**src/design/oooPkg.sv**
```systemverilog
package oooPkg;

    localparam int QUEUE_SIZE = 8;
    localparam int ROB_SIZE = 16;
    localparam int SQN_BITS = 6;
    localparam int MUL_LATENCY = 3;

    localparam logic [5:0] OP_ADD = 6'h01;
    localparam logic [5:0] OP_SUB = 6'h02;
    localparam logic [5:0] OP_AND = 6'h03;
    localparam logic [5:0] OP_XOR = 6'h04;
    localparam logic [5:0] OP_ADDI = 6'h05;
    localparam logic [5:0] OP_MUL = 6'h06;

    // Sequence number doubles as the result tag
    typedef logic [SQN_BITS-1:0] SqN;
    typedef logic [4:0] RegNm;

    typedef logic [$clog2(QUEUE_SIZE)-1:0] QueueIdx;
    typedef logic [$clog2(QUEUE_SIZE):0] QueueCnt;
    typedef logic [$clog2(ROB_SIZE)-1:0] RobIdx;
    typedef logic [$clog2(ROB_SIZE):0] RobCnt;

    typedef enum logic {
        FU_ALU,
        FU_MUL
    } FuncUnit;

    // Opcode sits in the same bits in both views
    typedef union packed {
        struct packed {
            logic [5:0] opcode;
            RegNm rd;
            RegNm rs1;
            RegNm rs2;
            logic [10:0] unused;
        } rType;
        struct packed {
            logic [5:0] opcode;
            RegNm rd;
            RegNm rs1;
            logic [15:0] imm;
        } iType;
    } InstWord;

    typedef struct packed {
        logic avail;
        SqN tag;
        logic [31:0] value;
    } Operand;

    typedef struct packed {
        SqN sqN;
        RegNm nmDst;
        logic [5:0] opcode;
        FuncUnit fu;
        Operand opA;
        Operand opB;
    } Uop;

    typedef struct packed {
        logic valid;
        SqN tag;
        RegNm nmDst;
        logic [31:0] value;
    } ResultBus;

    typedef struct packed {
        SqN sqN;
        RegNm nmDst;
        logic [31:0] value;
    } Commit;

    // Capture a waiting operand when its tag is on the result bus
    function automatic Operand wakeOperand(Operand op, ResultBus res);
        Operand woken;
        woken = op;
        if (!op.avail && res.valid && res.tag == op.tag) begin
            woken.avail = 1'b1;
            woken.value = res.value;
        end
        return woken;
    endfunction

endpackage

```
**src/design/resultReorder.sv**
```systemverilog
`timescale 1ns/1ps

module resultReorder import oooPkg::*; (
    input logic clk,
    input logic rst,
    input ResultBus exResult,
    input logic allocValid,
    input SqN allocSqN,
    output ResultBus result,
    output logic robFull,
    output logic commitValid,
    output Commit commitOut
);

    logic [ROB_SIZE-1:0] done;
    RegNm entryDst [ROB_SIZE];
    logic [31:0] entryValue [ROB_SIZE];

    SqN headSqN;
    RobIdx headIdx;
    RobIdx exIdx;
    RobIdx allocIdx;
    RobCnt busyCount;
    logic commitNow;

    assign headIdx = headSqN[$clog2(ROB_SIZE)-1:0];
    assign exIdx = exResult.tag[$clog2(ROB_SIZE)-1:0];
    assign allocIdx = allocSqN[$clog2(ROB_SIZE)-1:0];
    assign commitNow = done[headIdx];
    assign robFull = busyCount == RobCnt'(ROB_SIZE);

    always_ff @(posedge clk) begin
        result <= exResult;

        if (exResult.valid) begin
            entryDst[exIdx] <= exResult.nmDst;
            entryValue[exIdx] <= exResult.value;
        end

        commitOut.sqN <= headSqN;
        commitOut.nmDst <= entryDst[headIdx];
        commitOut.value <= entryValue[headIdx];

        if (rst) begin
            result.valid <= 1'b0;
            done <= '0;
            headSqN <= '0;
            busyCount <= '0;
            commitValid <= 1'b0;
        end else begin
            commitValid <= commitNow;
            if (commitNow) begin
                done[headIdx] <= 1'b0;
                headSqN <= headSqN + SqN'(1);
            end
            if (allocValid) begin
                done[allocIdx] <= 1'b0;
            end
            // Completion is never for the entry being allocated
            if (exResult.valid) begin
                done[exIdx] <= 1'b1;
            end
            busyCount <= busyCount + RobCnt'(allocValid) - RobCnt'(commitNow);
        end
    end

endmodule

```
**config.mk**
```make
export PLATFORM = sky130hd
export DESIGN_NAME = resultReorder
export DESIGN_NICKNAME = d
export VERILOG_FILES = /design/src/design/oooPkg.sv /design/src/design/resultReorder.sv
export SDC_FILE = /design/constraint.sdc
export NUM_CORES = 1
export LEC_CHECK = 0
export ABC_AREA = 1
export BUFFER_PORTS_ARGS = -buffer_cell sky130_fd_sc_hd__buf_2
export CAP_MARGIN = 5
export CORE_MARGIN = 8
export CORE_UTILIZATION = 45
export DETAILED_ROUTE_END_ITERATION = 10
export GPL_TIMING_DRIVEN = 0
export PLACE_DENSITY_LB_ADDON = 0.2
export REMOVE_ABC_BUFFERS = 1
export SLEW_MARGIN = 15
export SYNTH_ARGS = -nofsm -noshare
export SYNTH_HDL_FRONTEND = slang
export SYNTH_SLANG_ARGS = --single-unit
```
**constraint.sdc**
```tcl
create_clock -name clk -period 2.7 [get_ports clk]
set_input_delay 0.27 -clock clk [delete_from_list [all_inputs] [get_ports clk]]
set_output_delay 0.27 -clock clk [all_outputs]
set_load 0.05 [all_outputs]
```
=== After elaboration in Yosys (flattened, before gate mapping) ===
Memories as Yosys holds them, arrays and structs flattened. A register that Yosys moved wholly into a read port is not among the register bits.
Cells that the tools add are included.
Widths: inputs -> output; s select.

* Register bits after elaboration: 78
* Latch bits: 0
* Memory bits (writable): 592
* Memory bits (read-only): 0
* Input bits: 53
* Output and inout bits: 89
* Word-level logic and storage cells: 44
* Memories: 2

* $add $sub $neg: 3
* Multipliers: 0
* Divide/modulo/power cells: 0
* Magnitude comparators: 6
* Equal/unequal tests: 1
* Shift-type cells: 0
* Multiplexer cells: 15
* Bitwise operators: 5
* Reduce and logical (&&, ||, !) cells: 3

{| class="wikitable"
|+ Memory list
! name !! words !! bits a word !! read ports !! clocked after Yosys merged registers in !! write ports !! RTL line !! text
|-
| entryValue || 16 || 32 || 1 || 1 || 1 || resultReorder.sv:17 || <nowiki>logic [31:0] entryValue [ROB_SIZE];</nowiki>
|-
| entryDst || 16 || 5 || 1 || 1 || 1 || resultReorder.sv:16 || <nowiki>RegNm entryDst [ROB_SIZE];</nowiki>
|}

{| class="wikitable"
|+ Operator list
! operator !! number
|-
| $mux 16 || 5
|-
| $and 16x16->16 || 2
|-
| $not 16->16 || 2
|-
| $or 16x16->16 || 1
|-
| $lt 4x5->1 const B || 3
|-
| $demux 1 s4 || 3
|-
| $ge 4x1->1 const B || 3
|-
| $add 6x1->6 const B || 1
|-
| $mux 1 || 6
|-
| $add 5x1->5 || 1
|-
| $eq 5x5->1 const B || 1
|-
| $sub 5x1->5 || 1
|-
| $bmux 1 s4 || 1
|-
| $logic_and 1x1->1 || 3
|}

=== Depth between registers and ports, before layout ===
* Depth after elaboration: 13
* Gate-level depth with buffers: 19
* Gate-level depth less buffers: 17

=== Least setup slack after synthesis ===
Ideal clock, no wire load.

* Path type: input-to-reg
* Start: input port exResult[43] (netlist bit)
* End: memory entryDst[11][0] (netlist bit) (enable)
* Setup time: 0.433 ns
* Arrival time: 2.189 ns
* Data required time: 2.267 ns
* Slack: 0.079 ns
* Stages: 4
* Path buffers: 0
* Cells stage by stage: inv_1 nor3_1 inv_1 nor2_1

* Cells in the longest elaborated chain, start to end: 2

{| class="wikitable"
|+ Ends and longest elaborated chain
! what !! RTL line !! text
|-
| start, declared || resultReorder.sv:6 || <nowiki>input ResultBus exResult,</nowiki>
|-
| $mux 1 || resultReorder.sv:35 || <nowiki>if (exResult.valid) begin</nowiki>
|-
| $mux 1 (implied by the code) || resultReorder.sv:36 || <nowiki>entryDst[exIdx] <= exResult.nmDst;</nowiki>
|-
| end, declared || resultReorder.sv:16 ||
|}

Every way passes these cells.

=== Worst setup path in the final report ===
* Start: register headSqN[0]
* End: register busyCount[4]

* Cells in the longest elaborated chain, start to end: 3

{| class="wikitable"
|+ Ends and longest elaborated chain
! what !! RTL line !! text
|-
| start, declared || resultReorder.sv:19 || <nowiki>SqN headSqN;</nowiki>
|-
| start signal, assigned || resultReorder.sv:54 || <nowiki>headSqN <= headSqN + SqN'(1);</nowiki>
|-
| $bmux 1 s4 || resultReorder.sv:29 || <nowiki>assign commitNow = done[headIdx];</nowiki>
|-
| $mux 1 (implied by the code) || resultReorder.sv:29 ||
|-
| $sub 5x1->5 || resultReorder.sv:63 || <nowiki>busyCount <= busyCount + RobCnt'(allocValid) - RobCnt'(commitNow);</nowiki>
|-
| end signal, assigned || resultReorder.sv:63 ||
|-
| end, declared || resultReorder.sv:23 || <nowiki>RobCnt busyCount;</nowiki>
|}

Every way passes these cells. The select of a mux whose other input is x is not followed.
A chain may end at the register's enable or synchronous reset.

==> impl_metrics.json <==
{
  "postSynthRegisterBits": 707,
  "total_leakage_power_nw": 11.1,
  "final.setup_skew_ps": 14.6,
  "cp_max_fo": 11,
  "number_of_global_route_vias_before_repair": 16900,
  "avgSynthCellArea_um2": 13.0,
  "clock_sink_count": 707,
  "power.share.sequential_pct": 44.7,
  "timing.setup.critical_path_class": "reg2reg",
  "p_int_mw": 20.0,
  "vias_per_cell": 5.55,
  "cts_tree": "done",
  "post-route-period-util_pct": 97.2,
  "dieHeight_um": 257,
  "numPortBuffers": 139,
  "postSynthCellCount": 2021,
  "timing.setup.tns_ps": 0,
  "length_of_the_first_detailed_routing_pass_in_iterations": 5,
  "p_sw_mw": 7.84,
  "timing.fmax_mhz": 381,
  "endpoint_kind": "flop",
  "floorplan.initialDensity_pct": 45.5,
  "globalRouteOverflowTotal": 0,
  "grt_max_degree": 137,
  "hold_path.class": "in2reg",
  "synth_top_area_share_pct": 67.9,
  "number_of_failing_setup_endpoints_in_the_final_timing_report": 0,
  "finalHoldWorstSlack_ps": 82.7,
  "synth_seq_area_share_pct": 76.7,
  "place_congestion": 0.754,
  "final_antenna_net_count": 0,
  "crit_path_frequent_cell": "sky130_fd_sc_hd__nand2_1",
  "final_cell_mix": "sky130_fd_sc_hd__edfxtp_1 (592), sky130_fd_sc_hd__nor2_1 (326), sky130_fd_sc_hd__o21ai_0 (307)",
  "critical-path-slowest-cell": "sky130_fd_sc_hd__dfxtp_4",
  "path_depth": 18,
  "worst-path-buf-inv": 5,
  "instances_no_fill": 3061,
  "ctsHtreeMaxLevel": 3,
  "status": "completed",
  "totalWireLength_um": 69900,
  "design.die.area_um2": 66200,
  "detailedRoute.firstIterationViolations": 1542,
  "timing.critical_path.slowest_cell_delay_ps": 380,
  "pre_cts_worst_setup_slack_ps": -788,
  "core_um2": 57600,
  "grt_pass1_wl_um": 104000,
  "fin_crit_ps": 2630,
  "worst_setup_hold_path_clk_slew_ps": 60,
  "power-per-cell-area_nw_per_um2": 867,
  "synth.top_cells.by_area": "sky130_fd_sc_hd__edfxtp_1 (68%), sky130_fd_sc_hd__dfxtp_1 (8.8%), sky130_fd_sc_hd__o21ai_0 (5.9%)",
  "most_common_cell_after_layout_fill_and_taps_aside": "sky130_fd_sc_hd__edfxtp_1",
  "via_count": 17000,
  "timing.slew.headroom_pct": 53.7,
  "cap_violations": 0,
  "post-synth-top-area-cell": "sky130_fd_sc_hd__edfxtp_1",
  "power.share.clock_pct": 36.1,
  "hold_depth": 3,
  "ioPinCount": 142,
  "nNetsFinal": 2303,
  "number_of_distinct_standard_cells_referenced_by_the_synthesized_netlist": 29,
  "timing_hold_violations_final": 0,
  "critPathLaunchType": "flop",
  "dpl.cell_count": 2853,
  "worstSkewPairLatency_ps": 600,
  "die_wd_um": 257,
  "clock_path_buffers": 3,
  "grt_antenna_before_repair": 0,
  "cts.root.buffer_cell": "sky130_fd_sc_hd__clkbuf_16",
  "layout_area_growth_over_synthesis_pct": 22.4,
  "switching_share_pct": 28.2,
  "routed_wire_length_per_instance_um": 22.8,
  "floorplan.rows": 88,
  "fin_ws_ps": 74.9,
  "layout.core_utilization_pct": 55.7,
  "cp_top_family": "adder cells",
  "tightest_slew_ps": 693,
  "grtUsageTotal_pct": 20.4,
  "ff2ff_path_depth": 18,
  "maxSlewViolCount": 0,
  "timing.reg2reg.setup_slack_ps": 70,
  "netlist_area_um2": 26200,
  "antenna_cells": 0,
  "post_route_cells_drive_above_1_share_pct": 15.9,
  "synthesis_warning_total": 0,
  "worstPathCellList": "buf_12 -> buf_16 -> nand2_1 -> nand3_1 -> nand2_1 -> nand2_2 -> nand2_4 -> inv_2 -> nand2_4 -> ha_1 -> inv_1 -> ha_2 -> fa_2 -> nand2_1 -> a21oi_1 -> nor2_1 -> buf_4 -> a21oi_1",
  "cts_buffers": 75,
  "required_ps": 3180,
  "hpwlAfterDp_um": 36800,
  "cp_data_arrival_time_ps": 3100,
  "power.combinational.fraction_pct": 19.1,
  "drc": 0,
  "max-vdd-ir-drop_mv": 0.527
}
==> area by class of cell <==
type                    count  area (um2)
multi-input cells        1124        5480
clock inverters            32         280
well taps                 765         957
repair buffers            259        2790
repair inverters            3        26.3
fillers                  4647       25500
flip-flops and latches    707       20100
inverters                  69         318
clock buffers             102        2120
==> per-stage QoR <==
step / power (mW) / cell area, um2
after detailed placement: 17.3 / 28700
after global routing: 28.9 / 32100
final: 27.8 / 32100
after global placement: 16.6 / 27300
after CTS: 27.9 / 32000
after floorplan: 17.0 / 25700
==> metal layers <==
layer  wire length [um]  GRT usage, %  up-vias
met3               5060          3.49      114
met2              33100          32.7      651
met5                  0             0        -
met4               1510          6.65        0
met1              30200          28.1     8457
li1                   -             -     7766
==> state kept, by name (all words and copies together), names as in the netlist <==
name	flops
commitValid	1
entryValue	512
commitOut	43
done	16
headSqN	6
result	44
busyCount	5
entryDst	80
==> power groups by stage <==
stage	Sequential, mW	Combinational [mW]	Clock, mW
6_report	12.4	5.32	10.0
3_5_place_dp	12.7	4.59	0
3_3_place_gp	13.0	3.59	0
2_1_floorplan	14.3	2.76	0
5_1_grt	12.5	5.75	10.6
4_1_cts	12.4	5.24	10.2
==> cells by family (layout without fill, tap and decap cells) <==
kind of cell	after synthesis	after routing	synth area share (%)
buf+inv	190	465	3.04
xor+xnor	3	3	0.100
fa+ha+maj	11	11	0.554
simple gates	614	614	9.40
compound gates	496	496	10.3
flops	707	707	76.7
==> cells in the mapped netlist, drive strengths merged <==
cell type / instances
edfxtp: 592
and3: 1
a31oi: 1
o22ai: 148
nand2: 208
nor2: 346
o21ai: 314
nor3: 6
inv: 69
dfxtp: 115
nand3: 15
ha: 10
nand4: 38
o21bai: 1
clkbuf: 78
a21oi: 32
fa: 1
xnor2: 2
xor2: 1
buf: 43
==> worst register-to-register path, cell delays in order, from the launching register on <==
cell                      delay, ps
sky130_fd_sc_hd__dfxtp_4        380
sky130_fd_sc_hd__buf_12         160
sky130_fd_sc_hd__buf_16         120
sky130_fd_sc_hd__nand2_1         70
sky130_fd_sc_hd__nand3_1         90
sky130_fd_sc_hd__nand2_1         70
sky130_fd_sc_hd__nand2_2         90
sky130_fd_sc_hd__nand2_4         80
sky130_fd_sc_hd__inv_2           70
sky130_fd_sc_hd__nand2_4         60
sky130_fd_sc_hd__ha_1           270
sky130_fd_sc_hd__inv_1           40
sky130_fd_sc_hd__ha_2           180
sky130_fd_sc_hd__fa_2           370
sky130_fd_sc_hd__nand2_1         80
sky130_fd_sc_hd__a21oi_1         60
sky130_fd_sc_hd__nor2_1         140
sky130_fd_sc_hd__buf_4          130
sky130_fd_sc_hd__a21oi_1         50
==> timing repair <==
item                       CTS  global route
hold buffers                43             0
setup endpoints to repair    5             1
hold endpoints to repair    43             0
buffers inserted            15             5
cloned                       9             2
pin swaps                    5             3
gates resized for setup     20             7
==> path summary, 6_finish.rpt <==
path                 from       endpoint
min reg2reg    headSqN[5]  commitOut[42]
min          exResult[43]     result[43]
max reg2reg    headSqN[0]   busyCount[4]
max            headSqN[0]   busyCount[4]
Note: power is estimated with default switching activity, not from simulation.
