<file path="config.mk">
export PLATFORM = sky130hd
export DESIGN_NAME = intExecute
export DESIGN_NICKNAME = d
export VERILOG_FILES = /design/src/design/oooPkg.sv /design/src/design/intExecute.sv
export SDC_FILE = /design/constraint.sdc
export NUM_CORES = 1
export LEC_CHECK = 0
export ABC_AREA = 1
export BUFFER_PORTS_ARGS = -buffer_cell sky130_fd_sc_hd__buf_2
export CAP_MARGIN = 5
export CELL_PAD_IN_SITES_DETAIL_PLACEMENT = 1
export CELL_PAD_IN_SITES_GLOBAL_PLACEMENT = 2
export CORE_AREA = 2 2 226 283
export CTS_CLUSTER_DIAMETER = 120
export DETAILED_ROUTE_END_ITERATION = 7
export DIE_AREA = 0 0 228 285
export PLACE_DENSITY_LB_ADDON = 0.05
export SYNTH_ARGS = -nofsm -noshare
export SYNTH_HDL_FRONTEND = slang
export SYNTH_SLANG_ARGS = --single-unit
</file>
<file path="constraint.sdc">
create_clock -name clk -period 12.7 [get_ports clk]
set_clock_uncertainty 0.15 [all_clocks]
set_input_delay 1.27 -clock clk [delete_from_list [all_inputs] [get_ports clk]]
set_output_delay 1.27 -clock clk [all_outputs]
set_load 0.05 [all_outputs]
</file>
<file path="src/design/oooPkg.sv">
package oooPkg;

    localparam int QUEUE_SIZE = 8;
    localparam int ROB_SIZE = 16;
    localparam int SQN_BITS = 6;
    localparam int MUL_LATENCY = 3;

    localparam logic [5:0] OP_ADD = 6'h01;
    localparam logic [5:0] OP_SUB = 6'h02;
    localparam logic [5:0] OP_AND = 6'h03;
    localparam logic [5:0] OP_XOR = 6'h04;
    localparam logic [5:0] OP_ADDI = 6'h05;
    localparam logic [5:0] OP_MUL = 6'h06;

    // Sequence number doubles as the result tag
    typedef logic [SQN_BITS-1:0] SqN;
    typedef logic [4:0] RegNm;

    typedef logic [$clog2(QUEUE_SIZE)-1:0] QueueIdx;
    typedef logic [$clog2(QUEUE_SIZE):0] QueueCnt;
    typedef logic [$clog2(ROB_SIZE)-1:0] RobIdx;
    typedef logic [$clog2(ROB_SIZE):0] RobCnt;

    typedef enum logic {
        FU_ALU,
        FU_MUL
    } FuncUnit;

    // Opcode sits in the same bits in both views
    typedef union packed {
        struct packed {
            logic [5:0] opcode;
            RegNm rd;
            RegNm rs1;
            RegNm rs2;
            logic [10:0] unused;
        } rType;
        struct packed {
            logic [5:0] opcode;
            RegNm rd;
            RegNm rs1;
            logic [15:0] imm;
        } iType;
    } InstWord;

    typedef struct packed {
        logic avail;
        SqN tag;
        logic [31:0] value;
    } Operand;

    typedef struct packed {
        SqN sqN;
        RegNm nmDst;
        logic [5:0] opcode;
        FuncUnit fu;
        Operand opA;
        Operand opB;
    } Uop;

    typedef struct packed {
        logic valid;
        SqN tag;
        RegNm nmDst;
        logic [31:0] value;
    } ResultBus;

    typedef struct packed {
        SqN sqN;
        RegNm nmDst;
        logic [31:0] value;
    } Commit;

    // Capture a waiting operand when its tag is on the result bus
    function automatic Operand wakeOperand(Operand op, ResultBus res);
        Operand woken;
        woken = op;
        if (!op.avail && res.valid && res.tag == op.tag) begin
            woken.avail = 1'b1;
            woken.value = res.value;
        end
        return woken;
    endfunction

endpackage

</file>
<file path="src/design/intExecute.sv">
`timescale 1ns/1ps

module intExecute import oooPkg::*; (
    input logic clk,
    input logic rst,
    input logic issueValid,
    input Uop issueUop,
    output ResultBus exResult
);

    ResultBus aluOut;
    logic [31:0] aluValue;

    // Multiply stage 0 holds operands, later stages the product
    logic mulValid0;
    SqN mulTag0;
    RegNm mulDst0;
    logic [31:0] mulA;
    logic [31:0] mulB;
    ResultBus mulPipe [1:MUL_LATENCY-1];

    always_comb begin
        case (issueUop.opcode)
            OP_SUB: aluValue = issueUop.opA.value - issueUop.opB.value;
            OP_AND: aluValue = issueUop.opA.value & issueUop.opB.value;
            OP_XOR: aluValue = issueUop.opA.value ^ issueUop.opB.value;
            default: aluValue = issueUop.opA.value + issueUop.opB.value;
        endcase
    end

    always_ff @(posedge clk) begin
        aluOut.tag <= issueUop.sqN;
        aluOut.nmDst <= issueUop.nmDst;
        aluOut.value <= aluValue;

        mulTag0 <= issueUop.sqN;
        mulDst0 <= issueUop.nmDst;
        mulA <= issueUop.opA.value;
        mulB <= issueUop.opB.value;

        mulPipe[1].tag <= mulTag0;
        mulPipe[1].nmDst <= mulDst0;
        mulPipe[1].value <= mulA * mulB;
        for (int k = 2; k < MUL_LATENCY; k++) begin
            mulPipe[k] <= mulPipe[k-1];
        end

        if (rst) begin
            aluOut.valid <= 1'b0;
            mulValid0 <= 1'b0;
            mulPipe[1].valid <= 1'b0;
            for (int k = 2; k < MUL_LATENCY; k++) begin
                mulPipe[k].valid <= 1'b0;
            end
        end else begin
            aluOut.valid <= issueValid && issueUop.fu == FU_ALU;
            mulValid0 <= issueValid && issueUop.fu == FU_MUL;
            mulPipe[1].valid <= mulValid0;
        end
    end

    // Issue queue keeps these two from being valid together
    assign exResult = aluOut.valid ? aluOut : mulPipe[MUL_LATENCY-1];

endmodule

</file>
* Word level (Yosys, flattened, before mapping) *
Memories as Yosys holds them, arrays and structs flattened.
Cells that the tools add are included.

operators by class
  add/sub/neg operators = 2
  multipliers = 1
  equality and inequality tests = 3
  muxes and demuxes = 7
  bitwise gates (word level) = 5
  reduce and logical (&&, ||, !) cells = 2

operators with widths
  operator                                                          count
  32-bit one-hot mux with 3 select lines                            1
  44-bit two-way mux                                                1
  32-bit adder                                                      1
  32-bit bitwise AND                                                1
  32-bit by 32-bit multiplier with 32-bit output                    1
  32-bit subtractor                                                 1
  32-bit bitwise XOR                                                1
  6-bit by 2-bit == test with 1-bit output (second input constant)  2
  6-bit by 3-bit == test with 1-bit output (second input constant)  1
  1-bit two-way mux                                                 5
  1-bit logical AND                                                 2
  1-bit NOT                                                         1
  1-bit bitwise OR                                                  1
  1-bit bitwise OR (first input constant)                           1

word-level totals
  register bits = 109
  RAM bits = 88
  bits of input ports = 99
  logic and storage cells = 28
  memories = 1

memory list
  memory   words  bits a word  read ports  clocked after Yosys merged registers in  write ports  line              source
  mulPipe  2      44           2           0                                        2            intExecute.sv:20  ResultBus mulPipe [1:MUL_LATENCY-1];

* Longest topological paths before layout *
Gate-level depths: netlist of the first run.

  depth in word-level cells = 3
  gate-level depth with buffers = 33

* Worst setup path before layout of the first run *
OpenSTA, ideal clock, no wires.

  kind = register to register
  start = register mulB[3]
  end = memory mulPipe[1][30] (netlist bit)
  arrival time = 6.289 ns
  required time = 12.427 ns
  setup slack = 6.137 ns
  stages on the path, launching flop included = 26
  buffers on the path = 2
  period minus slack after synthesis = 6.563 ns
  cells stage by stage = dfxtp_1 > clkbuf_1 > buf_1 > nand2_1 > inv_1 > fa_1 > inv_1 > fa_1 > fa_1 > fa_1 > inv_1 > fa_1 > inv_1 > fa_1 > inv_1 > fa_1 > fa_1 > ha_1 > nand2_1 > nor4_1 > nand3b_1 > nand3_1 > nand2_1 > nand2_1 > a21oi_1 > xor2_1

RTL lines
  element                 line              source
  from (decl)             intExecute.sv:19  logic [31:0] mulB;
  from (signal assigned)  intExecute.sv:39  mulB <= issueUop.opB.value;
  to (decl)               intExecute.sv:20

==> results.yml, run 1 <==
die:
  die_area_mm2: 0.06498
  die_y_um: 285
  start_util: 0.3939
  fp.dieW_um: 228
  ios: 143
  core_region_area_mm2: 0.06263
  rows: 103
timing:
  fin_crit_ns: 7.440
  rsz0062_at_grt: "false"
  hold_violations: 0
  report.final.setup_viol: 0
  min_period_over_period: 0.5858
  max-slew-margin-rel: 0.2179
  final-max-slew-violation-count: 0
  fmax_ghz: 0.1344
  tns_ns: 0
  fin_ws_ns: 5.260
  worst_pin_slew_ns: 1.172
synthesis:
  syn_nets: 3877
  synth_flop_cell: "dfxtp_1"
  synth-edff-count: 0
  yosys.area_share.simple: 0.1897
  synth_cell_type_count: 51
  syn_inst: 3182
  synthAdderAreaFrac: 0.4267
  syn_avg_cell_area_um2: 7.753
  yosys.area.top_type: "fa_1"
  synth_top_family_by_area: "adder cells"
  synth_area_leaders: "fa_1, dfxtp_1, nand2_1"
  synth_most_common_cell: "nand2_1"
  ys_seq_area_frac: 0.1599
  async_flop_share: 0
  synth_top_cells_by_count: "nand2_1, inv_1, fa_1"
  yosys_warnings: 0
  ys_seq_elements: 197
  synth_compound_area_frac: 0.05401
  synth-xor-area-share: 0.02551
  synth_top_area_share: 0.3319
  muxShareOfSynthArea: 0
  syn_area_mm2: 0.02467
worst_setup_path:
  max_stage_delay_ns: 1.09
  endpoint_kind: "flop"
  critPathKind: "flop to flop"
  r2r.worst_path.cells: 23
  path_cells: "nand2_1 > fa_1 > inv_1 > fa_1 > inv_1 > fa_1 > inv_1 > fa_1 > fa_1 > fa_1 > fa_1 > inv_1 > fa_1 > inv_1 > ha_1 > a21oi_1 > o21ai_0 > a211oi_1 > o21ai_0 > a21o_1 > inv_1 > nand3_1 > nand2_1"
  cp_max_fo: 22
  path_buf_inv: 6
  worstPathRequired_ns: 12.94
  path_common_cell: "fa_1"
  r2r-start: "mulB[10]"
  slowest_stage: "dfxtp_1"
  r2r_end: "mulPipe[1][31]"
  worst-path-stages: 23
  cp-startpoint: "mulB[10]"
  startpoint_type: "flop"
  crit_end: "mulPipe[1][31]"
  cp_top_family: "adder cells"
  reg2reg_slack_ns: 5.26
  critical_path_arrival_ns: 7.68
drt:
  wl_per_cell_um: 20.39
  drt-pass1-iter-count: 5
  drt_iter0_markers: 813
  num_vias: 19938
  via_per_inst: 4.874
  drtAntennaViolNets: 0
  routed_wirelength_um: 83410
  drc: 0
global_routing:
  grt_usage: 0.2645
  grt_pass1_wl_um: 131400
  grt_pass1_vias: 22798
  antenna_found_initial: 0
  grt_max_degree: 39
  gr-total-overflow: 0
placed_design:
  gp_congestion: 0.8314
  dp_hpwl_um: 66480
  dp_slack_ns: 5.258
  place_inst: 4058
  io_buffers: 128
clock_network:
  clock_path_buffers: 2
  cts-root-buf: "clkbuf_16"
  insertion_delay_ns: 0.45
  post_cts_resized: 0
  cts_tree: "done"
  hold_buffers: 0
  clk_pin_slew_worst_paths_ns: 0.08
  postCtsSetupRepairBufs: 0
  cts_made_buffers: 17
  cts.sinks: 197
  htreeDepth: 4
finish:
  instances_no_fill: 4091
  syn2layout_area_growth_pct: 8.373
  n_fill_cell: 7846
  num-nets-final: 3932
  final_core_util: 0.4269
  drive_above_1_share: 0.07108
min_path:
  hold_path.class: "flop to flop"
run:
  maxCapViolCount: 0
outcome:
  outcome: "finished, final reports clean"
==> area by class of cell <==
| cell class | count | area (µm²) | area share |
|---|---|---|---|
| sequential | 197 | 3950 | 0.1477 |
| tap | 840 | 1051 | 0.03931 |
| clock buffer | 18 | 439.2 | 0.01643 |
| clock inverter | 14 | 192.7 | 0.007207 |
| inverter | 806 | 3025 | 0.1132 |
| timing repair buffer | 162 | 895.9 | 0.03351 |
| multi-input combinational | 2053 | 17180 | 0.6426 |
| antenna | 1 | 2.502 | 0.00009360 |
==> through the flow <==
stage | cell area, µm² | hold WS, ns
4_1_cts | 26730 | 0.1827
3_3_place_gp | 26100 | 0.1615
6_report | 26740 | 0.1814
3_5_place_dp | 26100 | 0.1635
2_1_floorplan | 24670 | 0.1596
5_1_grt | 26730 | 0.1860
==> cell families after synthesis <==
family | count (synthesis)
AOI/OAI and AO/OA | 224
and+or+nand+nor | 1162
xor gates and xnor gates | 71
buffers and inverters | 932
adders and majority gates | 596
DFF | 197
==> metal layers <==
| metal | wire length (µm) | track usage | up-vias |
|---|---|---|---|
| li1 | - | - | 9368 |
| met1 | 35020 | 0.3199 | 10165 |
| met2 | 44540 | 0.5038 | 300 |
| met3 | 1797 | 0.01880 | 105 |
| met4 | 2051 | 0.07141 | 0 |
| met5 | 0 | 0 | - |
==> sequential cells by signal, indices dropped and copies added (netlist names) <==
name,count
mulPipe,88
aluOut,33
mulA,32
mulB,32
mulTag0,6
mulDst0,5
mulValid0,1
==> cells in the final DEF, fill, tap and decap left out, types with 2 or more instances in the layout <==
| cell type | synthesis | final |
|---|---|---|
| inv_12 | 0 | 4 |
| a21o_1 | 10 | 10 |
| xor2_1 | 49 | 49 |
| inv_6 | 0 | 3 |
| nand4_2 | 2 | 2 |
| inv_1 | 804 | 804 |
| fa_1 | 409 | 409 |
| xnor2_1 | 21 | 21 |
| nand3b_1 | 14 | 14 |
| o21ai_1 | 13 | 13 |
| nand2_2 | 3 | 3 |
| or2_1 | 3 | 3 |
| nor2_4 | 3 | 3 |
| nand4_1 | 12 | 12 |
| nand2_1 | 945 | 945 |
| or2_2 | 7 | 7 |
| a31oi_1 | 11 | 11 |
| a22oi_1 | 30 | 30 |
| buf_2 | 18 | 128 |
| nor4_1 | 5 | 5 |
| dfxtp_1 | 197 | 192 |
| nand3_1 | 65 | 65 |
| nor2_2 | 2 | 2 |
| ha_1 | 187 | 187 |
| a21oi_2 | 2 | 2 |
| o31ai_1 | 4 | 4 |
| o21ai_0 | 51 | 51 |
| nor4_4 | 1 | 2 |
| a21oi_1 | 83 | 83 |
| dfxtp_2 | 0 | 5 |
| o21bai_1 | 7 | 7 |
| buf_4 | 9 | 34 |
| clkbuf_16 | 0 | 17 |
| nor3_1 | 13 | 13 |
| nor2_1 | 83 | 83 |
| o21ai_2 | 4 | 4 |
| clkinv_8 | 0 | 5 |
==> worst min path at each step <==
stage	from	to	slack [ns]	depth (start not counted)
floorplan	mulPipe[1][0]	mulPipe[2][0]	0.16	0
global placement	mulPipe[1][39]	mulPipe[2][39]	0.16	0
detailed placement	mulPipe[1][16]	mulPipe[2][16]	0.16	0
CTS	mulPipe[1][32]	mulPipe[2][32]	0.18	0
global route	mulPipe[1][32]	mulPipe[2][32]	0.19	0
finish	mulPipe[1][32]	mulPipe[2][32]	0.18	0
Power of run 1 is not shown: default switching activity piles up to over one toggle a cycle in this logic, so the estimate is an artifact.
==> inputs of run 2 (changes only) <==
--- a/config.mk
+++ b/config.mk
@@ -5,15 +5,15 @@
 export SDC_FILE = /design/constraint.sdc
 export NUM_CORES = 1
 export LEC_CHECK = 0
-export ABC_AREA = 1
+export ABC_AREA = 0
 export BUFFER_PORTS_ARGS = -buffer_cell sky130_fd_sc_hd__buf_2
 export CAP_MARGIN = 5
 export CELL_PAD_IN_SITES_DETAIL_PLACEMENT = 1
 export CELL_PAD_IN_SITES_GLOBAL_PLACEMENT = 2
-export CORE_AREA = 2 2 226 283
+export CORE_AREA = 2 2 219 275
 export CTS_CLUSTER_DIAMETER = 120
 export DETAILED_ROUTE_END_ITERATION = 7
-export DIE_AREA = 0 0 228 285
+export DIE_AREA = 0 0 221 277
 export PLACE_DENSITY_LB_ADDON = 0.05
 export SYNTH_ARGS = -nofsm -noshare
 export SYNTH_HDL_FRONTEND = slang
==> constraint.sdc (replaced) <==
create_clock -name clk -period 7.29 [get_ports clk]
set_clock_uncertainty 0.15 [all_clocks]
set_input_delay 0.729 -clock clk [delete_from_list [all_inputs] [get_ports clk]]
set_output_delay 0.729 -clock clk [all_outputs]
set_load 0.05 [all_outputs]
==> run 2 against run 1 <==
- die area is 5.8% lower
- hold slack worse by 0.0019 ns
- first-iteration DRC count is 18% lower
- non-clock buffer count is 69 higher
- setup slack worse by 5.0 ns
- synthesized area is 5.8% lower
- cell count is 19% lower
- register-to-register slack worse by 5.0 ns
- wire length is 15% lower
- largest cell class unchanged
- global-route usage is 2.1 points lower
- design area is 2.8% lower
==> results.yml, run 2 <==
outcome:
  outcome: "finished, final reports clean"
finish:
  drive_above_1_share: 0.1409
  num-nets-final: 3245
  reg_top3: "mulPipe (88), aluOut (33)"
  final_common_cell: "inv_1"
  largest_register_ffs: 88
  mostFrequentLayoutCells: "inv_1, fa_1, nand2_1, and2_1, dfxtp_1"
  largest_register: "mulPipe"
  syn2layout_area_growth_pct: 11.86
placed_design:
  gp_congestion: 0.8518
  io_buffers: 128
  dp_hpwl_um: 60260
drt:
  via_per_inst: 4.963
  wl_met2_um: 34910
  wl_per_cell_um: 21.33
  drt_iter0_markers: 670
  drt-pass1-iter-count: 4
  routed_wirelength_um: 70990
  dr_wl_met3_um: 1584
  num_vias: 16521
  highest_layer: "met4"
  drc: 0
  wl_met1_um: 33340
  drtAntennaViolNets: 0
synthesis:
  synth_area_leaders: "fa_1, dfxtp_1, ha_1"
  ys_seq_area_frac: 0.1697
  synth-edff-count: 0
  yosys.area_share.simple: 0.1479
  synth_cell_type_count: 74
  synth_compound_area_frac: 0.07004
  yosys_warnings: 0
  synth_top_family_by_area: "adder cells"
  syn_avg_cell_area_um2: 9.660
  yosys.area.top_type: "fa_1"
  syn_nets: 3101
  synth_most_common_cell: "inv_1"
  synth_top_cells_by_count: "inv_1, fa_1, nand2_1"
  synth-xor-area-share: 0.05313
  ys_seq_elements: 197
  synthAdderAreaFrac: 0.4530
  muxShareOfSynthArea: 0.02169
  syn_area_mm2: 0.02324
  synth_top_area_share: 0.3523
  synth_flop_cell: "dfxtp_1"
  async_flop_share: 0
  syn_inst: 2406
die:
  fp.dieW_um: 221
  rows: 100
  die_area_mm2: 0.06122
  start_util: 0.3944
  core_region_area_mm2: 0.05893
  die_y_um: 277
  ios: 143
timing:
  worst_pin_slew_ns: 0.7353
  rsz0062_at_grt: "false"
  report.final.setup_viol: 0
  final-max-slew-violation-count: 0
  fin_crit_ns: 7.052
  min_period_over_period: 0.9674
  max-slew-margin-rel: 0.5092
  fmax_ghz: 0.1418
  tns_ns: 0
  hold_violations: 0
worst_setup_path:
  path_cells: "buf_4 > and2_1 > fa_1 > inv_1 > fa_1 > fa_1 > fa_1 > inv_1 > fa_1 > fa_1 > fa_1 > fa_1 > ha_1 > nand2_1 > a21oi_2 > a221oi_2 > inv_1 > a31oi_4 > o21ai_2 > a211oi_2 > buf_4 > o21bai_1 > xor2_1"
  cp_top_family: "adder cells"
  critPathKind: "flop to flop"
  endpoint_kind: "flop"
  critical_path_arrival_ns: 7.26
  path_buf_inv: 5
  slowest_stage: "fa_1"
  path_common_cell: "fa_1"
  worst-path-stages: 23
  r2r-start: "mulA[15]"
  r2r_end: "mulPipe[1][29]"
  worstPathRequired_ns: 7.50
  cp_max_fo: 13
  max_stage_delay_ns: 0.57
  reg2reg_slack_ns: 0.24
  r2r.worst_path.cells: 23
  startpoint_type: "flop"
min_path:
  min_from: "mulPipe[1][6]"
  hold_path_depth: 0
  whs_endpoint: "mulPipe[2][6]"
  hold_path.class: "flop to flop"
clock_network:
  htreeDepth: 4
  cts_made_buffers: 17
  cts.sinks: 197
  cts_tree: "done"
  clock_path_buffers: 2
  cts-root-buf: "clkbuf_16"
  hold_buffers: 0
  insertion_delay_ns: 0.48
  clk_pin_slew_worst_paths_ns: 0.10
global_routing:
  gr-total-overflow: 0
  grt_pass1_vias: 19200
  grt_pass1_wl_um: 113200
  grt_usage: 0.2437
  grt_max_degree: 36
  antenna_found_initial: 2
run:
  maxCapViolCount: 0
[run 2: changes by cell type after synthesis, moves of 44 or more]
cell | before | now
nand3_1 | 65 | 12
nand2_1 | 945 | 287
xnor2_1 | 21 | 91
and2_1 | 0 | 273
inv_1 | 804 | 417
nor2_1 | 83 | 39
[run 2: logic make-up after synthesis]
| logic type | count (synthesis) |
|---|---|
| xor gates and xnor gates | 141 |
| muxes | 45 |
| adders and majority gates | 596 |
| AOI/OAI and AO/OA | 232 |
| DFF | 197 |
| buffers and inverters | 523 |
| and+or+nand+nor | 672 |
[run 2: how the worst max path moves through the flow]
stage / from / to / slack [ns]
6_report: mulA[15] / mulPipe[1][29] / 0.24
3_5_place_dp: mulA[2] / mulPipe[1][30] / 0.01
3_3_place_gp: mulA[2] / mulPipe[1][30] / 0.05
4_1_cts: mulB[5] / mulPipe[1][30] / 0.03
5_1_grt: mulB[8] / mulPipe[1][29] / 0.01
2_1_floorplan: mulB[3] / mulPipe[1][29] / 0.40
[run 2: cell type report]
cell class | instances | area [µm²]
sequential | 197 | 3955
antenna | 1 | 2.502
clock buffer | 17 | 425.4
multi-input combinational | 1686 | 17400
clock inverter | 15 | 235.2
fill | 6698 | 32930
inverter | 417 | 1565
timing repair buffer | 231 | 1458
tap | 765 | 957.2
[run 2: worst register-to-register path, stage by stage (launching register included)]
cell and delay, ns:
dfxtp_1 0.42, buf_4 0.27, and2_1 0.18, fa_1 0.41, inv_1 0.08, fa_1 0.42, fa_1 0.49, fa_1 0.56
inv_1 0.06, fa_1 0.48, fa_1 0.54, fa_1 0.57, fa_1 0.44, ha_1 0.37, nand2_1 0.12, a21oi_2 0.05
a221oi_2 0.25, inv_1 0.11, a31oi_4 0.25, o21ai_2 0.13, a211oi_2 0.21, buf_4 0.17, o21bai_1 0.09, xor2_1 0.14
[run 2: metal layers]
| layer | GRT usage | up-vias |
|---|---|---|
| met1 | 0.3340 | 8597 |
| met4 | 0.05627 | 0 |
| li1 | - | 7660 |
| met5 | 0 | - |
| met3 | 0.02069 | 50 |
| met2 | 0.4183 | 214 |
[run 2: metrics by stage]
| stage | setup slack [ns] | hold WS [ns] | cells | cell area (µm²) | util |
|---|---|---|---|---|---|
| 2_1_floorplan | 0.3999 | 0.1596 | 2406 | 23240 | - |
| 4_1_cts | 0.02919 | 0.1533 | 3325 | 25900 | 0.4395 |
| 3_5_place_dp | 0.01032 | 0.1643 | 3293 | 25220 | 0.4279 |
| 5_1_grt | 0.01095 | 0.1560 | 3328 | 26000 | 0.4411 |
| 6_report | 0.2378 | 0.1794 | 3329 | 26000 | 0.4412 |
| 3_3_place_gp | 0.04971 | 0.1614 | 3293 | 25220 | 0.4279 |
[run 2: what timing repair did]
item,4_1_cts,5_1_grt
setup endpoints to repair,3,6
gates resized for setup,5,23
setup buffers,0,3
pin swaps,0,4
Power of run 2 is left out for the same reason.
