`src/design/oooPkg.sv`:
```
package oooPkg;

    localparam int QUEUE_SIZE = 8;
    localparam int ROB_SIZE = 16;
    localparam int SQN_BITS = 6;
    localparam int MUL_LATENCY = 3;

    localparam logic [5:0] OP_ADD = 6'h01;
    localparam logic [5:0] OP_SUB = 6'h02;
    localparam logic [5:0] OP_AND = 6'h03;
    localparam logic [5:0] OP_XOR = 6'h04;
    localparam logic [5:0] OP_ADDI = 6'h05;
    localparam logic [5:0] OP_MUL = 6'h06;

    // Sequence number doubles as the result tag
    typedef logic [SQN_BITS-1:0] SqN;
    typedef logic [4:0] RegNm;

    typedef logic [$clog2(QUEUE_SIZE)-1:0] QueueIdx;
    typedef logic [$clog2(QUEUE_SIZE):0] QueueCnt;
    typedef logic [$clog2(ROB_SIZE)-1:0] RobIdx;
    typedef logic [$clog2(ROB_SIZE):0] RobCnt;

    typedef enum logic {
        FU_ALU,
        FU_MUL
    } FuncUnit;

    // Opcode sits in the same bits in both views
    typedef union packed {
        struct packed {
            logic [5:0] opcode;
            RegNm rd;
            RegNm rs1;
            RegNm rs2;
            logic [10:0] unused;
        } rType;
        struct packed {
            logic [5:0] opcode;
            RegNm rd;
            RegNm rs1;
            logic [15:0] imm;
        } iType;
    } InstWord;

    typedef struct packed {
        logic avail;
        SqN tag;
        logic [31:0] value;
    } Operand;

    typedef struct packed {
        SqN sqN;
        RegNm nmDst;
        logic [5:0] opcode;
        FuncUnit fu;
        Operand opA;
        Operand opB;
    } Uop;

    typedef struct packed {
        logic valid;
        SqN tag;
        RegNm nmDst;
        logic [31:0] value;
    } ResultBus;

    typedef struct packed {
        SqN sqN;
        RegNm nmDst;
        logic [31:0] value;
    } Commit;

    // Capture a waiting operand when its tag is on the result bus
    function automatic Operand wakeOperand(Operand op, ResultBus res);
        Operand woken;
        woken = op;
        if (!op.avail && res.valid && res.tag == op.tag) begin
            woken.avail = 1'b1;
            woken.value = res.value;
        end
        return woken;
    endfunction

endpackage

```
`src/design/uopDecoder.sv`:
```
`timescale 1ns/1ps

module uopDecoder import oooPkg::*; (
    input logic clk,
    input logic rst,
    input logic instValid,
    input InstWord instWord,
    input logic queueFull,
    input logic robFull,
    input ResultBus result,
    output logic instReady,
    output logic uopValid,
    output Uop uop,
    output logic allocValid,
    output SqN allocSqN
);

    // Rename table
    logic pending [32];
    SqN regTag [32];
    logic [31:0] regValue [32];

    SqN nextSqN;
    logic isImm;
    logic accept;
    Uop newUop;

    function automatic Operand readOperand(RegNm nm);
        Operand op;
        op.avail = !pending[nm];
        op.tag = regTag[nm];
        op.value = regValue[nm];
        // Bypass a result broadcast in this cycle
        return wakeOperand(op, result);
    endfunction

    assign instReady = !robFull && !(uopValid && queueFull);
    assign accept = instValid && instReady;
    assign allocValid = accept;
    assign allocSqN = nextSqN;

    always_comb begin
        isImm = instWord.rType.opcode == OP_ADDI;
        newUop.sqN = nextSqN;
        newUop.opcode = instWord.rType.opcode;
        newUop.fu = (instWord.rType.opcode == OP_MUL) ? FU_MUL : FU_ALU;
        if (isImm) begin
            newUop.nmDst = instWord.iType.rd;
            newUop.opA = readOperand(instWord.iType.rs1);
            newUop.opB.avail = 1'b1;
            newUop.opB.tag = '0;
            newUop.opB.value = {{16{instWord.iType.imm[15]}}, instWord.iType.imm};
        end else begin
            newUop.nmDst = instWord.rType.rd;
            newUop.opA = readOperand(instWord.rType.rs1);
            newUop.opB = readOperand(instWord.rType.rs2);
        end
    end

    always_ff @(posedge clk) begin
        if (rst) begin
            uopValid <= 1'b0;
            nextSqN <= '0;
            for (int i = 0; i < 32; i++) begin
                pending[i] <= 1'b0;
                regValue[i] <= '0;
            end
        end else begin
            if (result.valid && pending[result.nmDst] && regTag[result.nmDst] == result.tag) begin
                pending[result.nmDst] <= 1'b0;
                regValue[result.nmDst] <= result.value;
            end
            if (accept) begin
                uopValid <= 1'b1;
                uop <= newUop;
                nextSqN <= nextSqN + SqN'(1);
                // Newer producer overrides the table update above
                if (newUop.nmDst != '0) begin
                    pending[newUop.nmDst] <= 1'b1;
                    regTag[newUop.nmDst] <= nextSqN;
                end
            end else begin
                if (!queueFull) begin
                    uopValid <= 1'b0;
                end
                // Held op must not miss a broadcast
                uop.opA <= wakeOperand(uop.opA, result);
                uop.opB <= wakeOperand(uop.opB, result);
            end
        end
    end

endmodule

```
`config.mk`:
```
export PLATFORM = sky130hd
export DESIGN_NAME = uopDecoder
export DESIGN_NICKNAME = d
export VERILOG_FILES = /design/src/design/oooPkg.sv /design/src/design/uopDecoder.sv
export SDC_FILE = /design/constraint.sdc
export NUM_CORES = 2
export LEC_CHECK = 0
export ABC_AREA = 1
export ABC_CLOCK_PERIOD_IN_PS = 5650
export BUFFER_PORTS_ARGS = -buffer_cell sky130_fd_sc_hd__buf_2
export CAP_MARGIN = 10
export CORE_MARGIN = 8
export CORE_UTILIZATION = 45
export DETAILED_ROUTE_END_ITERATION = 10
export MAX_ROUTING_LAYER = met4
export PLACE_DENSITY = 0.6
export SLEW_MARGIN = 10
export SYNTH_ARGS = -nofsm -noshare
export SYNTH_HDL_FRONTEND = slang
export SYNTH_SLANG_ARGS = --single-unit
export TNS_END_PERCENT = 20
```
`constraint.sdc`:
```
create_clock -name clk -period 5.65 [get_ports clk]
set_clock_uncertainty 0.2 [all_clocks]
set_input_delay 0.2825 -clock clk [delete_from_list [all_inputs] [get_ports clk]]
set_output_delay 0.2825 -clock clk [all_outputs]
set_load 0.1 [all_outputs]
```
Yosys cells after proc, flatten, opt, wreduce, memory -nomap -nowiden
Memory sizes are Yosys's and may differ from the RTL's.
Cells that the tools add are included.
{"block": "totals", "output_inout_bits": 105, "word_cells": 84, "mem_count": 3, "in_bits": 81, "reg_bits": 103, "ram_bits": 1248}
{"block": "classes", "n_addsub": 1, "muxes": 31, "reduce_logical": 28, "n_eq_ne": 8, "n_bitwise": 1}
{"memory": "regValue", "depth": 32, "width": 32, "rd": 2, "rd_ports_with_merged_regs": 0, "write_ports": 32, "line_no": "uopDecoder.sv:21", "rtl": "logic [31:0] regValue [32];"}
{"memory": "regTag", "depth": 32, "width": 6, "rd": 3, "rd_ports_with_merged_regs": 0, "write_ports": 1, "line_no": "uopDecoder.sv:20", "rtl": "SqN regTag [32];"}
{"memory": "pending", "depth": 32, "width": 1, "rd": 3, "rd_ports_with_merged_regs": 0, "write_ports": 32, "line_no": "uopDecoder.sv:19", "rtl": "logic pending [32];"}
{"operator": "$mux 32", "count": 5}
{"operator": "$mux 78", "count": 1}
{"operator": "$mux 39", "count": 1}
{"operator": "$reduce_or 32->1", "count": 1}
{"operator": "$eq 6x6->1", "count": 5}
{"operator": "$mux 1", "count": 21}
{"operator": "$mux 5", "count": 3}
{"operator": "$logic_and 1x1->1", "count": 13}
{"operator": "$eq 6x3->1 const B", "count": 2}
{"operator": "$add 6x1->6 const B", "count": 1}
{"operator": "$logic_not 1->1", "count": 6}
{"operator": "$reduce_and 2->1", "count": 3}
{"operator": "$reduce_bool 5->1", "count": 1}
{"operator": "$reduce_bool 2->1", "count": 2}
{"operator": "$ne 2x1->1 const B", "count": 1}
{"operator": "$reduce_or 1->1", "count": 2}
{"operator": "$not 1->1", "count": 1}

Logic depth before layout (Yosys ltp)
{"block": "depth", "ltp_word": 9, "mapped_depth": 21, "mapped_depth_nobuf": 17}

Least setup slack after synthesis
No wires, ideal clock.
{"block": "synth_path", "path_type": "register to register", "start": "reg uopValid", "end": "reg uop[39] (netlist name) (enable)", "arrival_time_ns": 5.063, "setup_slack_ns": -0.128, "n_path_buf": 0, "path_stages_with_launch": 8, "period_less_slack_ns": 5.778, "t_required_ns": 4.935, "setup_ns": 0.515, "cell_sequence": "dfxtp_1 -> nand2_1 -> inv_1 -> nor2_1 -> nand2_1 -> nor2_1 -> inv_1 -> o41ai_1"}
{"block": "synth_between", "elab_chain_len": 6}
{"element": "start: declaration", "line_no": "uopDecoder.sv:12", "rtl": "output logic uopValid,"}
{"element": "start signal: assignment", "line_no": "uopDecoder.sv:62", "rtl": "uopValid <= 1'b0;"}
{"element": "start signal: assignment", "line_no": "uopDecoder.sv:74", "rtl": "uopValid <= 1'b1;"}
{"element": "start signal: assignment", "line_no": "uopDecoder.sv:84", "rtl": "uopValid <= 1'b0;"}
{"element": "$logic_and 1x1->1", "line_no": "uopDecoder.sv:37", "rtl": "assign instReady = !robFull && !(uopValid && queueFull);"}
{"element": "$logic_not 1->1", "line_no": "uopDecoder.sv:37"}
{"element": "$logic_and 1x1->1", "line_no": "uopDecoder.sv:37"}
{"element": "via instReady", "line_no": "uopDecoder.sv:11", "rtl": "output logic instReady,"}
{"element": "$logic_and 1x1->1", "line_no": "uopDecoder.sv:38", "rtl": "assign accept = instValid && instReady;"}
{"element": "$reduce_bool 2->1 (no source line)"}
{"element": "$reduce_and 2->1 (no source line)"}
{"element": "end signal: assignment", "line_no": "uopDecoder.sv:75", "rtl": "uop <= newUop;"}
{"element": "end: declaration", "line_no": "uopDecoder.sv:13", "rtl": "output Uop uop,"}
The timed path passes the listed nets, and every way through them passes these cells.
A chain may end at the register's enable or synchronous reset.

Worst setup path after layout
{"block": "layout_path", "start": "in instWord[12] (netlist name)", "end": "reg uop[24] (netlist name) (data pin)"}
{"block": "layout_between", "elab_chain_len": 6, "elab_cells_between_ends": 9, "classes_between": "eq/ne: 1; mux: 3; reduce/logical: 2; memory: 3"}
{"element": "start: declaration", "line_no": "uopDecoder.sv:7", "rtl": "input InstWord instWord,"}
{"element": "$mem_v2 32x6 or $mem_v2 32x1 (tied branches)"}
{"element": "$eq 6x6->1 or $logic_and 1x1->1 (tied branches)", "line_no": "oooPkg.sv:78", "rtl": "if (!op.avail && res.valid && res.tag == op.tag) begin"}
{"element": "$logic_and 1x1->1", "line_no": "oooPkg.sv:78"}
{"element": "$mux 32 (*)", "line_no": "oooPkg.sv:78"}
{"element": "$mux 39 (*)", "line_no": "uopDecoder.sv:47", "rtl": "if (isImm) begin"}
{"element": "$mux 78 (*)", "line_no": "uopDecoder.sv:73", "rtl": "if (accept) begin"}
Mark *: on every way between the ends. The rest lies on a longest branch, timed or not.

==> run_summary.xml <==
<?xml version="1.0" encoding="UTF-8"?>
<metrics>
  <group name="pwr">
    <metric name="internal_pwr_total" unit="mW">17.7</metric>
    <metric name="power_switching" unit="mW">7.03</metric>
    <metric name="comb_power_share" unit="%">13.3</metric>
    <metric name="p_leak" unit="nW">31.4</metric>
    <metric name="power.switching_fraction" unit="%">28.4</metric>
    <metric name="pwr-share-seq" unit="%">45.9</metric>
    <metric name="power_density" unit="nW/um2">302</metric>
    <metric name="post-layout-total-power" unit="mW">24.8</metric>
    <metric name="max-vdd-ir-drop" unit="V">0.000288</metric>
    <metric name="pwr-share-clk" unit="%">40.8</metric>
  </group>
  <group name="final_layout">
    <metric name="syn_to_final_growth" unit="%">12.2</metric>
    <metric name="final_cell_area" unit="um2">82100</metric>
    <metric name="post_route_cells_drive_above_1_share" unit="%">8.45</metric>
    <metric name="nFillCells" unit="">15100</metric>
    <metric name="final_net_count" unit="">8647</metric>
  </group>
  <group name="placed_design">
    <metric name="io_buffer_count" unit="">185</metric>
    <metric name="place.gp.congestion" unit="">0.975</metric>
    <metric name="placement.cell_area" unit="um2">76500</metric>
    <metric name="half_perimeter_wire_length_after_placement" unit="um">181000</metric>
    <metric name="preCtsSetupSlack" unit="ns">1.20</metric>
  </group>
  <group name="critical_path">
    <metric name="setup.worst_path.class" unit="">in2reg</metric>
    <metric name="cp_num_buf_inv" unit="">5</metric>
    <metric name="path_delay_family" unit="">buffers and inverters</metric>
    <metric name="cp_data_required_time" unit="ns">5.99</metric>
    <metric name="cp_slowest_stage_delay" unit="ns">0.80</metric>
    <metric name="cp_num_cells" unit="">15</metric>
    <metric name="rr_worst_depth" unit="">15</metric>
    <metric name="end_kind" unit="">register</metric>
    <metric name="cp_cell_sequence" unit="">buf_8 &gt; inv_6 &gt; buf_4 &gt; buf_4 &gt; a21oi_1 &gt; o21ai_0 &gt; nand3_1 &gt; o21ai_0 &gt; nand2_1 &gt; nand3_1 &gt; nand2_1 &gt; inv_1 &gt; nand2_1 &gt; nand3_1 &gt; a21oi_1</metric>
    <metric name="crit_path_top_delay_cell" unit="">sky130_fd_sc_hd__buf_4</metric>
    <metric name="setup.worst_path.start_class" unit="">input port</metric>
    <metric name="maximum_fanout_encountered_on_the_critical_timing_path" unit="">88</metric>
    <metric name="cp_data_arrival_time" unit="ns">4.28</metric>
  </group>
  <group name="die">
    <metric name="die-height" unit="um">419</metric>
    <metric name="fp.coreArea" unit="um2">162000</metric>
    <metric name="initial_utilization" unit="%">45.1</metric>
    <metric name="ios" unit="">186</metric>
    <metric name="fp.dieW" unit="um">419</metric>
    <metric name="core.rowCount" unit="">148</metric>
    <metric name="design.die.area" unit="um2">176000</metric>
  </group>
  <group name="timing">
    <metric name="worst_pin_slew" unit="ns">1.44</metric>
    <metric name="setup-violations-final" unit="">0</metric>
    <metric name="worst_slew_margin_relative_to_its_limit" unit="%">2.66</metric>
    <metric name="worst_hold_margin" unit="ns">0.0439</metric>
    <metric name="maxClockFrequency" unit="MHz">254</metric>
    <metric name="drv_slew" unit="">0</metric>
    <metric name="layout_worst_path_cycle_share" unit="%">69.7</metric>
    <metric name="post_route_minimum_period" unit="ns">3.94</metric>
    <metric name="grt_setup_unrepaired" unit="">false</metric>
    <metric name="finalSetupTns" unit="ns">0</metric>
    <metric name="timing.final.hold_violations" unit="">0</metric>
    <metric name="final.setup.worst_slack" unit="ns">1.71</metric>
  </group>
  <group name="job">
    <metric name="max-cap-violations" unit="">0</metric>
  </group>
  <group name="route">
    <metric name="amount_of_wire_on_met2_after_detailed_routing" unit="um">133000</metric>
    <metric name="drt.antenna.violating_nets" unit="">0</metric>
    <metric name="wl_met3" unit="um">40400</metric>
    <metric name="drt_drc_violations_left" unit="">0</metric>
    <metric name="top_signal_layer_used" unit="">met4</metric>
    <metric name="number_of_vias_after_detailed_routing" unit="">69300</metric>
    <metric name="wl" unit="um">311000</metric>
    <metric name="detail_route.wl_per_cell" unit="um">28.6</metric>
    <metric name="dr.pass1.iters" unit="">8</metric>
    <metric name="detail_route.iter0.violations" unit="">11400</metric>
    <metric name="route.layer.met1.wl" unit="um">110000</metric>
    <metric name="routed_via_density" unit="">6.37</metric>
  </group>
  <group name="global_route">
    <metric name="grt_pass1_vias" unit="">64300</metric>
    <metric name="track_usage" unit="%">34.8</metric>
    <metric name="antenna_found_initial" unit="">10</metric>
    <metric name="globalRoute.totalOverflow" unit="">0</metric>
    <metric name="grt_first_pass_wirelength" unit="um">440000</metric>
    <metric name="grt_max_degree" unit="">204</metric>
  </group>
  <group name="hold_path">
    <metric name="holdPathStages" unit="">2</metric>
    <metric name="hold_path_class" unit="">in2reg</metric>
  </group>
  <group name="synthesis">
    <metric name="total_standard_cell_area_after_synthesis" unit="um2">73200</metric>
    <metric name="synth.yosys.seq_area_share" unit="%">54.9</metric>
    <metric name="synthFlopType" unit="">sky130_fd_sc_hd__edfxtp_1</metric>
    <metric name="flip_flop_and_latch_count_after_synthesis" unit="">1351</metric>
    <metric name="number_of_enable_type_register_cells_in_the_synthesized_netlist" unit="">1312</metric>
    <metric name="syn_inst" unit="">8741</metric>
    <metric name="ys_types" unit="">38</metric>
    <metric name="avgSynthCellArea" unit="um2">8.37</metric>
    <metric name="yosys_warnings" unit="">0</metric>
    <metric name="fraction_of_synthesis_flops_using_an_asynchronous_set_or_reset_pin" unit="%">0</metric>
  </group>
  <group name="outcome">
    <metric name="run_status" unit="">complete, no violations</metric>
  </group>
  <group name="clocking">
    <metric name="cts_root_buf" unit="">sky130_fd_sc_hd__clkbuf_16</metric>
    <metric name="cts_repair_resize_count" unit="">0</metric>
    <metric name="worst_setup_hold_path_clk_slew" unit="ns">0.06</metric>
    <metric name="clk_latency" unit="ns">0.82</metric>
    <metric name="cts_max_level" unit="">4</metric>
    <metric name="clock_tree_from_tritoncts" unit="">built</metric>
    <metric name="clockBufferDepth" unit="">3</metric>
    <metric name="numClockSinks" unit="">1351</metric>
    <metric name="cts_inserted_buffers" unit="">155</metric>
  </group>
</metrics>
[cells in the mapped netlist, types with 2 or more instances]
cell type,n,area (um2)
sky130_fd_sc_hd__a31oi_1,14,87.6
sky130_fd_sc_hd__nand4_1,6,37.5
sky130_fd_sc_hd__a21oi_1,871,4360
sky130_fd_sc_hd__o21ai_0,1476,7390
sky130_fd_sc_hd__o311ai_0,32,280
sky130_fd_sc_hd__nand3_2,15,150
sky130_fd_sc_hd__o2111ai_1,2,17.5
sky130_fd_sc_hd__o221ai_1,35,307
sky130_fd_sc_hd__buf_4,8,60.1
sky130_fd_sc_hd__nand3_1,576,2880
sky130_fd_sc_hd__clkbuf_1,635,2380
sky130_fd_sc_hd__buf_2,80,400
sky130_fd_sc_hd__inv_2,6,22.5
sky130_fd_sc_hd__o211ai_1,82,616
sky130_fd_sc_hd__a22oi_1,96,721
sky130_fd_sc_hd__nor3_1,17,85.1
sky130_fd_sc_hd__xor2_1,5,43.8
sky130_fd_sc_hd__edfxtp_1,1312,39400
sky130_fd_sc_hd__buf_1,85,319
sky130_fd_sc_hd__inv_1,541,2030
sky130_fd_sc_hd__o21a_1,2,15.0
sky130_fd_sc_hd__o31ai_1,25,188
sky130_fd_sc_hd__clkinv_1,33,124
sky130_fd_sc_hd__nor2_1,1612,6050
sky130_fd_sc_hd__nand2_1,1067,4010
sky130_fd_sc_hd__o22ai_1,58,363
sky130_fd_sc_hd__dfxtp_1,39,781
[worst reg2reg max path: stages, from the launching register on]
cell and delay (ns):
sky130_fd_sc_hd__edfxtp_1 0.43, sky130_fd_sc_hd__a22oi_1 0.20, sky130_fd_sc_hd__nand2_1 0.08, sky130_fd_sc_hd__nand2_1 0.08
sky130_fd_sc_hd__nand2_1 0.06, sky130_fd_sc_hd__nor2_1 0.21, sky130_fd_sc_hd__nand2_1 0.16, sky130_fd_sc_hd__nand2_1 0.15
sky130_fd_sc_hd__nand2_1 0.07, sky130_fd_sc_hd__nor2_1 0.08, sky130_fd_sc_hd__nand2_1 0.10, sky130_fd_sc_hd__nor2_4 0.16
sky130_fd_sc_hd__buf_12 0.26, sky130_fd_sc_hd__nand3_2 0.63, sky130_fd_sc_hd__buf_12 0.42, sky130_fd_sc_hd__nor2_1 0.10
[layout by cell type (no fill, tap or decap), types with 7 or more instances in the layout]
cell / count
sky130_fd_sc_hd__a21oi_1: 871
sky130_fd_sc_hd__a22oi_1: 96
sky130_fd_sc_hd__a31oi_1: 14
sky130_fd_sc_hd__buf_12: 61
sky130_fd_sc_hd__buf_2: 177
sky130_fd_sc_hd__buf_4: 164
sky130_fd_sc_hd__bufinv_16: 11
sky130_fd_sc_hd__clkbuf_1: 36
sky130_fd_sc_hd__clkbuf_16: 158
sky130_fd_sc_hd__clkbuf_8: 7
sky130_fd_sc_hd__clkinv_1: 50
sky130_fd_sc_hd__clkinv_2: 26
sky130_fd_sc_hd__dfxtp_1: 39
sky130_fd_sc_hd__diode_2: 11
sky130_fd_sc_hd__dlygate4sd3_1: 62
sky130_fd_sc_hd__edfxtp_1: 1312
sky130_fd_sc_hd__inv_1: 534
sky130_fd_sc_hd__inv_2: 18
sky130_fd_sc_hd__nand2_1: 1033
sky130_fd_sc_hd__nand2_2: 35
sky130_fd_sc_hd__nand3_1: 558
sky130_fd_sc_hd__nand3_2: 33
sky130_fd_sc_hd__nor2_1: 1605
sky130_fd_sc_hd__nor3_1: 12
sky130_fd_sc_hd__o211ai_1: 82
sky130_fd_sc_hd__o21ai_0: 1476
sky130_fd_sc_hd__o221ai_1: 35
sky130_fd_sc_hd__o22ai_1: 58
sky130_fd_sc_hd__o311ai_0: 19
sky130_fd_sc_hd__o311ai_1: 10
sky130_fd_sc_hd__o31ai_1: 24
[power groups by stage]
| stage | sequential [mW] | combinational, mW | clock (mW) |
|---|---|---|---|
| 3_3_place_gp | 11.6 | 3.10 | 0 |
| 3_5_place_dp | 11.6 | 3.12 | 0 |
| 2_1_floorplan | 11.7 | 1.65 | 0 |
| 6_report | 11.4 | 3.30 | 10.1 |
| 5_1_grt | 11.4 | 3.43 | 10.5 |
| 4_1_cts | 11.4 | 3.16 | 10.1 |
[path summary, 6_finish.rpt]
check / startpoint / endpoint / slack, ns
min reg2reg: pending[0] / pending[0] / 0.31
min: instWord[30] / uop[83] / 0.04
max: instWord[12] / uop[24] / 1.71
max reg2reg: regTag[0][3] / regValue[1][6] / 2.09
[what timing repair did]
item                                   CTS  global route
hold buffers                            62             0
endpoints found under the hold margin  220             0
setup buffers                            0             0
[state kept, by name, summed over array words and instances (netlist names)]
register / flops
regTag: 192
uopValid: 1
pending: 32
allocSqN: 6
uop: 96
regValue: 1024
[metrics by stage]
| stage | util (%) | instances |
|---|---|---|
| 3_3_place_gp | 47.1 | 10500 |
| 6_report | 50.6 | 10900 |
| 4_1_cts | 50.6 | 10900 |
| 3_5_place_dp | 47.2 | 10500 |
| 2_1_floorplan | - | 8746 |
| 5_1_grt | 50.6 | 10900 |
[routing by layer]
layer | up-vias | GRT usage [%]
met2 | 5345 | 50.4
met5 | - | -
met3 | 1160 | 9.44
met1 | 33000 | 42.1
li1 | 29800 | -
met4 | 0 | 24.5
[logic make-up after synthesis]
logic type / after synthesis / share of synthesized area [%]
xor gates and xnor gates: 6 / 0.0718
DFF: 1351 / 54.9
and+or+nand+nor: 3299 / 18.1
adders and majority gates: 1 / 0.0171
buffers and inverters: 1388 / 7.29
AOI/OAI and AO/OA: 2695 / 19.6
other: 1 / 0.00512
[layout make-up]
class	count	area, um2	area share, %
multi-input combinational	6007	28000	34.1
sequential	1351	40200	48.9
inverter	580	2210	2.69
clock buffer	201	4190	5.10
antenna	11	27.5	0.0335
clock inverter	78	747	0.910
timing repair buffer	470	4050	4.93
tap	2175	2720	3.31
(Power assumes the default switching activity.)
